<file path="config.mk">
export PLATFORM = sky130hd
export DESIGN_NAME = computeCore
export DESIGN_NICKNAME = d
export VERILOG_FILES = /design/src/source/isaPkg.sv /design/src/source/controlPkg.sv /design/src/source/hazardIf.sv /design/src/source/registerFile.sv /design/src/source/fetchUnit.sv /design/src/source/decodeStage.sv /design/src/source/executeStage.sv /design/src/source/memWriteback.sv /design/src/source/hazardUnit.sv /design/src/source/computeCore.sv
export SDC_FILE = /design/constraint.sdc
export NUM_CORES = 2
export LEC_CHECK = 0
export BUFFER_PORTS_ARGS = -buffer_cell sky130_fd_sc_hd__buf_2
export CORE_MARGIN = 2
export CORE_UTILIZATION = 50
export CTS_CLUSTER_SIZE = 16
export DETAILED_ROUTE_END_ITERATION = 8
export GPL_TIMING_DRIVEN = 0
export MAX_ROUTING_LAYER = met4
export PLACE_DENSITY_LB_ADDON = 0.15
export SLEW_MARGIN = 30
export SYNTH_ARGS = -nofsm -noshare
export SYNTH_HDL_FRONTEND = slang
export SYNTH_SLANG_ARGS = --single-unit
export TNS_END_PERCENT = 20
</file>
<file path="constraint.sdc">
create_clock -name clk -period 6.85 [get_ports clk]
set_clock_uncertainty 0.2 [all_clocks]
set_input_delay 0.3425 -clock clk [delete_from_list [all_inputs] [get_ports clk]]
set_output_delay 0.3425 -clock clk [all_outputs]
set_load 0.005 [all_outputs]
</file>
<file path="src/source/isaPkg.sv">
// RV32I subset encoding: word types, opcodes and funct3 values imported by the core stages
package isaPkg;

    typedef logic [31:0] word;
    typedef logic [31:0] instrWord;
    typedef logic [4:0]  regAddr;
    typedef logic [6:0]  opcodeT;

    // Opcodes kept in the subset
    localparam opcodeT opRegReg = 7'b0110011;
    localparam opcodeT opRegImm = 7'b0010011;
    localparam opcodeT opLui    = 7'b0110111;
    localparam opcodeT opLoad   = 7'b0000011;
    localparam opcodeT opStore  = 7'b0100011;
    localparam opcodeT opBranch = 7'b1100011;

    // funct3 field values
    localparam logic [2:0] f3AddSub = 3'b000;
    localparam logic [2:0] f3Slt    = 3'b010;
    localparam logic [2:0] f3Xor    = 3'b100;
    localparam logic [2:0] f3Or     = 3'b110;
    localparam logic [2:0] f3And    = 3'b111;
    localparam logic [2:0] f3Word   = 3'b010;
    localparam logic [2:0] f3Beq    = 3'b000;
    localparam logic [2:0] f3Bne    = 3'b001;

    localparam word resetPc = 32'h0000_0000;
    localparam word pcStep  = 32'd4;

endpackage

</file>
<file path="src/source/controlPkg.sv">
// Internal control encodings of the core, shared by the decode, compute and hazard logic
package controlPkg;

    typedef enum logic [2:0] {aluAdd, aluSub, aluAnd, aluOr, aluXor, aluSlt} aluOpT;
    typedef enum logic {srcBReg, srcBImm} operandBSrcT;
    typedef enum logic [1:0] {resultAlu, resultImm, resultMem} resultSrcT;
    typedef enum logic [1:0] {fwdNone, fwdFromM, fwdFromW} forwardSelT;

    // Control carried into the compute stage
    typedef struct packed {
        aluOpT       aluOp;
        operandBSrcT operandBSrc;
        resultSrcT   resultSrc;
        logic        regWrite;
        logic        memRead;
        logic        memWrite;
        logic        isBranch;
        logic        branchOnEqual;
    } ctrlBundle;

    // Part of the control still needed after compute
    typedef struct packed {
        resultSrcT resultSrc;
        logic      regWrite;
        logic      memRead;
        logic      memWrite;
    } memCtrlBundle;

    localparam ctrlBundle ctrlBubble = '{
        aluOp: aluAdd,
        operandBSrc: srcBReg,
        resultSrc: resultAlu,
        regWrite: 1'b0,
        memRead: 1'b0,
        memWrite: 1'b0,
        isBranch: 1'b0,
        branchOnEqual: 1'b0
    };

    localparam memCtrlBundle memCtrlBubble = '{
        resultSrc: resultAlu,
        regWrite: 1'b0,
        memRead: 1'b0,
        memWrite: 1'b0
    };

endpackage

</file>
<file path="src/source/hazardIf.sv">
// Hazard signals exchanged between the pipeline stages and the hazard unit
`timescale 1ns/1ns
interface hazardIf import isaPkg::*, controlPkg::*; ();

    // Sources of the instruction in R
    regAddr rs1Addr;
    regAddr rs2Addr;

    // Destinations ahead in C and M
    regAddr rdAddrC;
    logic   regWriteC;
    logic   memReadC;
    logic   branchTaken;
    regAddr rdAddrM;
    logic   regWriteM;

    // Decisions of the hazard unit
    forwardSelT forwardA;
    forwardSelT forwardB;
    logic       stallFront;
    logic       flushIr;
    logic       flushRc;

    modport stage (
        output rs1Addr, rs2Addr, rdAddrC, regWriteC, memReadC,
        output branchTaken, rdAddrM, regWriteM,
        input  forwardA, forwardB, stallFront, flushIr, flushRc
    );

    modport ctrl (
        input  rs1Addr, rs2Addr, rdAddrC, regWriteC, memReadC,
        input  branchTaken, rdAddrM, regWriteM,
        output forwardA, forwardB, stallFront, flushIr, flushRc
    );

endinterface

</file>
<file path="src/source/registerFile.sv">
// Integer register file read in R and written from W, used inside the decode stage
`timescale 1ns/1ns
module registerFile import isaPkg::*; (
    input  logic   clk,
    input  logic   rstN,
    input  regAddr rs1Addr,
    input  regAddr rs2Addr,
    input  regAddr writeAddr,
    input  logic   writeEn,
    input  word    writeData,
    output word    rs1Val,
    output word    rs2Val
);

    word regs [32];

    always_ff @(posedge clk) begin
        if (writeEn && writeAddr != '0) begin
            regs[writeAddr] <= writeData;
        end
    end

    // x0 is hardwired, same-cycle write shows through
    assign rs1Val = (rs1Addr == '0) ? '0 :
                    (writeEn && rs1Addr == writeAddr) ? writeData : regs[rs1Addr];
    assign rs2Val = (rs2Addr == '0) ? '0 :
                    (writeEn && rs2Addr == writeAddr) ? writeData : regs[rs2Addr];

    // A write addressed to x0 leaves its stored entry untouched
    zeroStaysZero: assert property (@(posedge clk) disable iff (!rstN)
        writeEn && writeAddr == '0 |=> regs[0] === $past(regs[0]));

endmodule

</file>
<file path="src/source/fetchUnit.sv">
// Fetch stage: program counter and the register into R, instantiated by the core top
`timescale 1ns/1ns
module fetchUnit import isaPkg::*; (
    input  logic     clk,
    input  logic     rstN,
    hazardIf.stage   hz,
    input  word      branchTarget,
    input  instrWord instr,
    output word      pc,
    output word      pcR,
    output instrWord instrR
);

    word pcNext;

    // Redirect outranks the load-use hold
    always_comb begin
        if (hz.branchTaken) begin
            pcNext = branchTarget;
        end else if (hz.stallFront) begin
            pcNext = pc;
        end else begin
            pcNext = pc + pcStep;
        end
    end

    always_ff @(posedge clk or negedge rstN) begin
        if (!rstN) begin
            pc <= resetPc;
        end else begin
            pc <= pcNext;
        end
    end

    // All-zero instruction decodes as a bubble
    always_ff @(posedge clk or negedge rstN) begin
        if (!rstN) begin
            pcR    <= resetPc;
            instrR <= '0;
        end else if (hz.flushIr) begin
            instrR <= '0;
        end else if (!hz.stallFront) begin
            pcR    <= pc;
            instrR <= instr;
        end
    end

    // A taken branch always kills the fetched instruction, stall or not
    flushBeatsStall: assert property (@(posedge clk) disable iff (!rstN)
        hz.branchTaken |=> instrR == '0);

endmodule

</file>
<file path="src/source/decodeStage.sv">
// Register read and decode stage with the register file and the register into C
`timescale 1ns/1ns
module decodeStage import isaPkg::*, controlPkg::*; (
    input  logic      clk,
    input  logic      rstN,
    hazardIf.stage    hz,
    input  word       pcR,
    input  instrWord  instrR,
    input  logic      writeEn,
    input  regAddr    writeAddr,
    input  word       writeData,
    output ctrlBundle ctrlC,
    output word       rs1ValC,
    output word       rs2ValC,
    output word       immC,
    output word       branchTargetC,
    output regAddr    rdAddrC
);

    opcodeT     opcode;
    logic [2:0] funct3;
    ctrlBundle  ctrlR;
    word        immR;
    word        rs1ValR;
    word        rs2ValR;

    assign opcode     = instrR[6:0];
    assign funct3     = instrR[14:12];
    assign hz.rs1Addr = instrR[19:15];
    assign hz.rs2Addr = instrR[24:20];

    registerFile regFile (
        .clk,
        .rstN,
        .rs1Addr(hz.rs1Addr),
        .rs2Addr(hz.rs2Addr),
        .writeAddr,
        .writeEn,
        .writeData,
        .rs1Val(rs1ValR),
        .rs2Val(rs2ValR)
    );

    // Anything outside the subset stays a bubble
    always_comb begin
        ctrlR = ctrlBubble;
        case (opcode)
            opRegReg, opRegImm: begin
                ctrlR.regWrite    = 1'b1;
                ctrlR.operandBSrc = (opcode == opRegImm) ? srcBImm : srcBReg;
                case (funct3)
                    f3AddSub: ctrlR.aluOp = (opcode == opRegReg && instrR[30]) ? aluSub : aluAdd;
                    f3Slt:    ctrlR.aluOp = aluSlt;
                    f3Xor:    ctrlR.aluOp = aluXor;
                    f3Or:     ctrlR.aluOp = aluOr;
                    f3And:    ctrlR.aluOp = aluAnd;
                    default:  ctrlR = ctrlBubble;
                endcase
            end
            opLui: begin
                ctrlR.regWrite  = 1'b1;
                ctrlR.resultSrc = resultImm;
            end
            opLoad: begin
                if (funct3 == f3Word) begin
                    ctrlR.operandBSrc = srcBImm;
                    ctrlR.resultSrc   = resultMem;
                    ctrlR.regWrite    = 1'b1;
                    ctrlR.memRead     = 1'b1;
                end
            end
            opStore: begin
                if (funct3 == f3Word) begin
                    ctrlR.operandBSrc = srcBImm;
                    ctrlR.memWrite    = 1'b1;
                end
            end
            opBranch: begin
                if (funct3 == f3Beq || funct3 == f3Bne) begin
                    ctrlR.isBranch      = 1'b1;
                    ctrlR.branchOnEqual = (funct3 == f3Beq);
                end
            end
            default: ctrlR = ctrlBubble;
        endcase
    end

    // Immediate format follows the opcode, I-type otherwise
    always_comb begin
        case (opcode)
            opStore:  immR = {{20{instrR[31]}}, instrR[31:25], instrR[11:7]};
            opBranch: immR = {{19{instrR[31]}}, instrR[31], instrR[7],
                              instrR[30:25], instrR[11:8], 1'b0};
            opLui:    immR = {instrR[31:12], 12'b0};
            default:  immR = {{20{instrR[31]}}, instrR[31:20]};
        endcase
    end

    always_ff @(posedge clk or negedge rstN) begin
        if (!rstN) begin
            ctrlC <= ctrlBubble;
        end else if (hz.flushRc) begin
            ctrlC <= ctrlBubble;
        end else begin
            ctrlC <= ctrlR;
        end
    end

    always_ff @(posedge clk) begin
        rs1ValC       <= rs1ValR;
        rs2ValC       <= rs2ValR;
        immC          <= immR;
        branchTargetC <= pcR + immR;
        rdAddrC       <= instrR[11:7];
    end

endmodule

</file>
<file path="src/source/executeStage.sv">
// Compute stage: forwarding, ALU, branch decision and the register into M
`timescale 1ns/1ns
module executeStage import isaPkg::*, controlPkg::*; (
    input  logic         clk,
    input  logic         rstN,
    hazardIf.stage       hz,
    input  ctrlBundle    ctrlC,
    input  word          rs1ValC,
    input  word          rs2ValC,
    input  word          immC,
    input  word          branchTargetC,
    input  regAddr       rdAddrC,
    input  word          wbValue,
    output word          branchTarget,
    output word          resultM,
    output word          storeDataM,
    output memCtrlBundle ctrlM,
    output regAddr       rdAddrM
);

    word operandA;
    word operandBReg;
    word operandB;
    word aluOut;
    word resultC;

    // Register path of operand B doubles as store data
    always_comb begin
        case (hz.forwardA)
            fwdFromM: operandA = resultM;
            fwdFromW: operandA = wbValue;
            default:  operandA = rs1ValC;
        endcase
        case (hz.forwardB)
            fwdFromM: operandBReg = resultM;
            fwdFromW: operandBReg = wbValue;
            default:  operandBReg = rs2ValC;
        endcase
    end

    assign operandB = (ctrlC.operandBSrc == srcBImm) ? immC : operandBReg;

    always_comb begin
        case (ctrlC.aluOp)
            aluSub:  aluOut = operandA - operandB;
            aluAnd:  aluOut = operandA & operandB;
            aluOr:   aluOut = operandA | operandB;
            aluXor:  aluOut = operandA ^ operandB;
            aluSlt:  aluOut = {31'b0, $signed(operandA) < $signed(operandB)};
            default: aluOut = operandA + operandB;
        endcase
    end

    // LUI passes its immediate straight through
    assign resultC = (ctrlC.resultSrc == resultImm) ? immC : aluOut;

    // BEQ and BNE
    assign hz.branchTaken = ctrlC.isBranch &&
                            ((operandA == operandBReg) == ctrlC.branchOnEqual);
    assign branchTarget   = branchTargetC;

    assign hz.rdAddrC   = rdAddrC;
    assign hz.regWriteC = ctrlC.regWrite;
    assign hz.memReadC  = ctrlC.memRead;
    assign hz.rdAddrM   = rdAddrM;
    assign hz.regWriteM = ctrlM.regWrite;

    always_ff @(posedge clk or negedge rstN) begin
        if (!rstN) begin
            ctrlM <= memCtrlBubble;
        end else begin
            ctrlM.resultSrc <= ctrlC.resultSrc;
            ctrlM.regWrite  <= ctrlC.regWrite;
            ctrlM.memRead   <= ctrlC.memRead;
            ctrlM.memWrite  <= ctrlC.memWrite;
        end
    end

    always_ff @(posedge clk) begin
        resultM    <= resultC;
        storeDataM <= operandBReg;
        rdAddrM    <= rdAddrC;
    end

    // Decode never issues a load and a store as one instruction
    oneMemOp: assert property (@(posedge clk) disable iff (!rstN)
        !(ctrlM.memRead && ctrlM.memWrite));

endmodule

</file>
<file path="src/source/memWriteback.sv">
// Register from M into W and the register file write port, also the W forward source
`timescale 1ns/1ns
module memWriteback import isaPkg::*, controlPkg::*; (
    input  logic         clk,
    input  logic         rstN,
    input  word          resultM,
    input  word          memReadData,
    input  memCtrlBundle ctrlM,
    input  regAddr       rdAddrM,
    output logic         writeEn,
    output regAddr       writeAddr,
    output word          writeData
);

    resultSrcT resultSrcW;
    word       resultW;
    word       readDataW;

    always_ff @(posedge clk or negedge rstN) begin
        if (!rstN) begin
            resultSrcW <= resultAlu;
            writeEn    <= 1'b0;
        end else begin
            resultSrcW <= ctrlM.resultSrc;
            writeEn    <= ctrlM.regWrite;
        end
    end

    always_ff @(posedge clk) begin
        resultW   <= resultM;
        readDataW <= memReadData;
        writeAddr <= rdAddrM;
    end

    // Loads return the memory word, the rest the compute result
    assign writeData = (resultSrcW == resultMem) ? readDataW : resultW;

endmodule

</file>
<file path="src/source/hazardUnit.sv">
// Forward selection, load-use stall and flush control for the pipeline
`timescale 1ns/1ns
module hazardUnit import isaPkg::*, controlPkg::*; (
    input  logic  clk,
    input  logic  rstN,
    hazardIf.ctrl hz
);

    // Nearest producer wins, x0 never forwarded
    function automatic forwardSelT pickForward(input regAddr src, input regAddr rdC,
                                               input logic wrC, input regAddr rdM,
                                               input logic wrM);
        if (src == '0) begin
            return fwdNone;
        end else if (wrC && rdC == src) begin
            return fwdFromM;
        end else if (wrM && rdM == src) begin
            return fwdFromW;
        end
        return fwdNone;
    endfunction

    // Today's C result sits in M and today's M result in W once R moves into C
    always_ff @(posedge clk) begin
        hz.forwardA <= pickForward(hz.rs1Addr, hz.rdAddrC, hz.regWriteC,
                                   hz.rdAddrM, hz.regWriteM);
        hz.forwardB <= pickForward(hz.rs2Addr, hz.rdAddrC, hz.regWriteC,
                                   hz.rdAddrM, hz.regWriteM);
    end

    // Load result is not ready until W
    assign hz.stallFront = hz.memReadC && hz.rdAddrC != '0 &&
                           (hz.rdAddrC == hz.rs1Addr || hz.rdAddrC == hz.rs2Addr);
    assign hz.flushIr    = hz.branchTaken;
    assign hz.flushRc    = hz.branchTaken || hz.stallFront;

    // The producer picked for an M forward never targets x0
    noZeroForward: assert property (@(posedge clk) disable iff (!rstN)
        (hz.forwardA == fwdFromM || hz.forwardB == fwdFromM) |-> hz.rdAddrM != '0);

endmodule

</file>
<file path="src/source/computeCore.sv">
// Five-stage RV32I subset core, top level with external instruction and data memory ports
`timescale 1ns/1ns
module computeCore import isaPkg::*, controlPkg::*; (
    input  logic     clk,
    input  logic     rstN,
    output word      pc,
    input  instrWord instr,
    output logic     memEn,
    output logic     memWriteEn,
    output word      memAddr,
    output word      memWriteData,
    input  word      memReadData
);

    hazardIf hz ();

    word          pcR;
    instrWord     instrR;
    word          branchTarget;
    ctrlBundle    ctrlC;
    word          rs1ValC;
    word          rs2ValC;
    word          immC;
    word          branchTargetC;
    regAddr       rdAddrC;
    word          resultM;
    word          storeDataM;
    memCtrlBundle ctrlM;
    regAddr       rdAddrM;
    logic         writeEn;
    regAddr       writeAddr;
    word          writeData;

    fetchUnit fetch (
        .clk, .rstN, .hz, .branchTarget, .instr, .pc, .pcR, .instrR
    );

    decodeStage decode (
        .clk, .rstN, .hz, .pcR, .instrR,
        .writeEn, .writeAddr, .writeData,
        .ctrlC, .rs1ValC, .rs2ValC, .immC, .branchTargetC, .rdAddrC
    );

    executeStage execute (
        .clk, .rstN, .hz, .ctrlC, .rs1ValC, .rs2ValC, .immC, .branchTargetC, .rdAddrC,
        .wbValue(writeData),
        .branchTarget, .resultM, .storeDataM, .ctrlM, .rdAddrM
    );

    memWriteback writeback (
        .clk, .rstN, .resultM, .memReadData, .ctrlM, .rdAddrM,
        .writeEn, .writeAddr, .writeData
    );

    hazardUnit hazards (
        .clk, .rstN, .hz
    );

    // Data memory is driven from M
    assign memEn        = ctrlM.memRead || ctrlM.memWrite;
    assign memWriteEn   = ctrlM.memWrite;
    assign memAddr      = resultM;
    assign memWriteData = storeDataM;

endmodule

</file>
==> reports/results.ini <==
[status]
status = finished clean

[logic_synthesis]
synth_top_family_by_area = multiplexers
syn_area_um2 = 68100
yosys.area_share.simple = 0.0527
synth_compound_area_frac = 0.0705
ys_seq_elements = 1414
yosysUniqueCellTypes = 80
synthFlopType = edfxtp_1
yosysWarnings = 0
postSynthAreaPerCell_um2 = 15.3
ys_seq_area_frac = 0.574
synth-xor-area-share = 0.0159
synth_edf_count = 1024
synthArstFlopShare = 0.0813
synthesis.instances = 4463
synth-adder-area-share = 0.0251
synth_mux_area_frac = 0.235

[cells_and_area]
layout-drive-gt1-share = 0.274
layout.nets = 5202
area_delta_synth_final_pct = 17.7
layout_common_cells = edfxtp_1 (1024), mux4_2 (628), nor2_1 (286)
fin_area_um2 = 80200
final_util = 0.593
fillers = 10400
finalNonFillerCells = 6905
final_common_cell = edfxtp_1

[worst_setup_path]
crit_slowest_cell = o21ai_1
worstSetupEndpointType = flip-flop
start_kind = flip-flop
crit_family = compound AO/OA/AOI/OAI gates
crit_type = reg2reg
cp_max_fo = 10
crit_chain = ha_1 -> clkbuf_1 -> clkbuf_1 -> a21oi_1 -> o21ai_0 -> o21ai_0 -> o21ai_1 -> ha_1 -> o21ai_0 -> o31a_1 -> a41oi_1 -> and2_1 -> a2111oi_0 -> o31ai_2 -> and3_1 -> o22ai_1 -> and3_1 -> a22o_1
cp_common_cell = o21ai_0
arrival_ns = 7.18
crit_required_ns = 7.31
path_buf_inv = 2
max_stage_delay_ns = 0.73

[pwr]
p_seq_frac = 0.455
ir_drop_mv = 0.267
p_per_area_nw_per_um2 = 301
switching_power_uw = 7230
p_leak_uw = 0.0287
clkPwrFrac = 0.352
p_comb_frac = 0.194
p_int_uw = 16900
switching_share = 0.300

[cts]
cts_setup_buffers = 0
cts_tree = built
htreeDepth = 4
path_clk_slew_ns = 0.06
clock_latency_ns = 0.84
cts_root_buf = clkbuf_16
clock_path_buffers = 3
cts_inserted_buffers = 152
cts.sinks = 1414

[route]
dr.pass1.iters = 6
via_per_inst = 6.72
wl_per_cell_um = 36.2
final_antenna_net_count = 0
routed_wirelength_um = 250000
drtIter0Drc = 6357
via_count = 46400
drc_errors = 0

[floorplan]
io_pins = 164
fp.dieH_um = 373
placementRows = 135
chipWidth_um = 373
core_um2 = 135000
die_area_um2 = 139000
initial_core_util = 0.504

[sta]
period_minus_slack_ns = 6.72
rsz0062_at_grt = no
hold_violations = 0
setup_tns_ns = 0
period_share = 0.981
setup_viol = 0
slew_headroom = 0.266
fmax_mhz = 149
slew_violations = 0
tightestPinTransition_ns = 1.10

[grt]
antenna_found_initial = 6
grt_pass1_vias = 45300
grt_overflow = 0
grtUsageTotal = 0.369
grt_pass1_wl_um = 346000
grt_max_degree = 82

[worst_hold_path]
hp-class = in2reg

[placement]
placedInstanceArea_um2 = 74000
port_buffers = 163
detailed_place_hpwl_um = 182000
placed_cells = 6529
place.gp.congestion = 0.998

[job]
cap_violations = 0

-- logic make-up (layout without fill, tap and decap cells) --
logic type                 after synthesis  after routing
AOI/OAI and AO/OA                      742            742
xor gates and xnor gates               124            124
adders and majority gates              135            135
buffers and inverters                  468           1095
DFF                                   1414           1414
muxes                                  799            799
other                                    1             35
and+or+nand+nor                        780            780
-- sequential cells by signal, summed over array words and instances (netlist names), 2 cells and up --
signal and cells:
decode.regFile.regs 1024, decode.branchTargetC 32, decode.immC 32, decode.rs1ValC 32
decode.rs2ValC 32, execute.resultM 32, execute.storeDataM 32, fetch.instrR 32
fetch.pcR 32, fetch.pc 32, writeback.readDataW 32, writeback.resultW 32
decode.ctrlC 11, decode.rdAddrC 5, execute.hz.rdAddrM 5, writeback.writeAddr 5
execute.ctrlM 4, hazards.hz.forwardA 2, hazards.hz.forwardB 2, writeback.resultSrcW 2
-- worst paths after layout --
kind,start,end,slack [ns],cells past startpoint
min in group asynchronous,rstN,fetch.pc[21],0.38,4
worst max-delay path,hazards.hz.forwardB[0],execute.resultM[17],0.13,18
worst max register to register,hazards.hz.forwardB[0],execute.resultM[17],0.13,18
worst min register to register,execute.ctrlM[4],writeback.resultSrcW[1],0.14,0
worst min-delay path,memReadData[24],writeback.readDataW[24],0.04,2
max in group asynchronous,rstN,fetch.pc[4],5.62,4
-- layout make-up --
class                           instances  area (um^2)  area share
Antenna cell                            3         7.51   0.0000936
Buffer                                306         1340      0.0167
Clock buffer                          199         4190      0.0522
Clock inverter                         75          970      0.0121
Inverter                              162          608     0.00758
Multi-Input combinational cell       2612        27600       0.344
Sequential cell                      1414        39100       0.488
Tap cell                             1781         2230      0.0278
Timing Repair Buffer                  353         4120      0.0513
-- layer usage --
layer	vias to the layer above	GRT usage	part of all wire
met3	702	0.0782	0.10
met1	23900	0.457	0.36
met4	0	0.210	0.069
li1	18800	-	-
met2	3026	0.566	0.47
met5	-	-	0
-- power groups by stage --
stage | Sequential (uW) | Combinational [uW] | Clock [uW]
6_report | 11000 | 4670 | 8480
5_1_grt | 11000 | 4950 | 8840
4_1_cts | 10900 | 4530 | 8530
3_5_place_dp | 11100 | 4470 | 0
3_3_place_gp | 11100 | 4400 | 0
2_1_floorplan | 10900 | 2680 | 0
-- per-stage QoR --
step                      hold WS, ns  setup WS, ns  power, uW
after CTS                     0.00558        0.0594      24000
after global routing           0.0352       0.00658      24800
after floorplan                -0.153          2.01      13600
final                          0.0418         0.133      24100
after detailed placement       0.0296        -0.658      15600
after global placement          0.132        -0.734      15500
-- cells in the mapped netlist, drive strengths merged (13+ instances only) --
master | number | share of area
nor3 | 27 | 0.0020
xnor2 | 90 | 0.012
or2 | 15 | 0.0014
a21o | 47 | 0.0052
o211ai | 23 | 0.0025
buf | 75 | 0.0048
o22ai | 24 | 0.0022
a21oi | 223 | 0.016
xor2 | 34 | 0.0044
nand4 | 15 | 0.0014
mux4 | 628 | 0.21
a221oi | 28 | 0.0038
nand2b | 34 | 0.0031
a221o | 37 | 0.0054
a211oi | 56 | 0.0062
mux2i | 79 | 0.012
nor4 | 14 | 0.0014
ha | 132 | 0.024
nand3 | 38 | 0.0028
o21ai | 168 | 0.012
edfxtp | 1024 | 0.45
and3 | 14 | 0.0013
o21bai | 13 | 0.0014
dfrtp | 115 | 0.042
nand2 | 213 | 0.012
dfxtp | 275 | 0.081
o21a | 14 | 0.0015
inv | 160 | 0.0088
a22oi | 13 | 0.0014
nor2b | 32 | 0.0029
mux2 | 92 | 0.016
nor2 | 318 | 0.018
clkbuf | 231 | 0.013
-- repair_timing --
item                                    4_1_cts  5_1_grt
resized for setup                             4        5
hold buffers                                 96        0
endpoints found under the setup margin       13        8
endpoints found under the hold margin       179        0
Power figures use the tool's default switching activity.
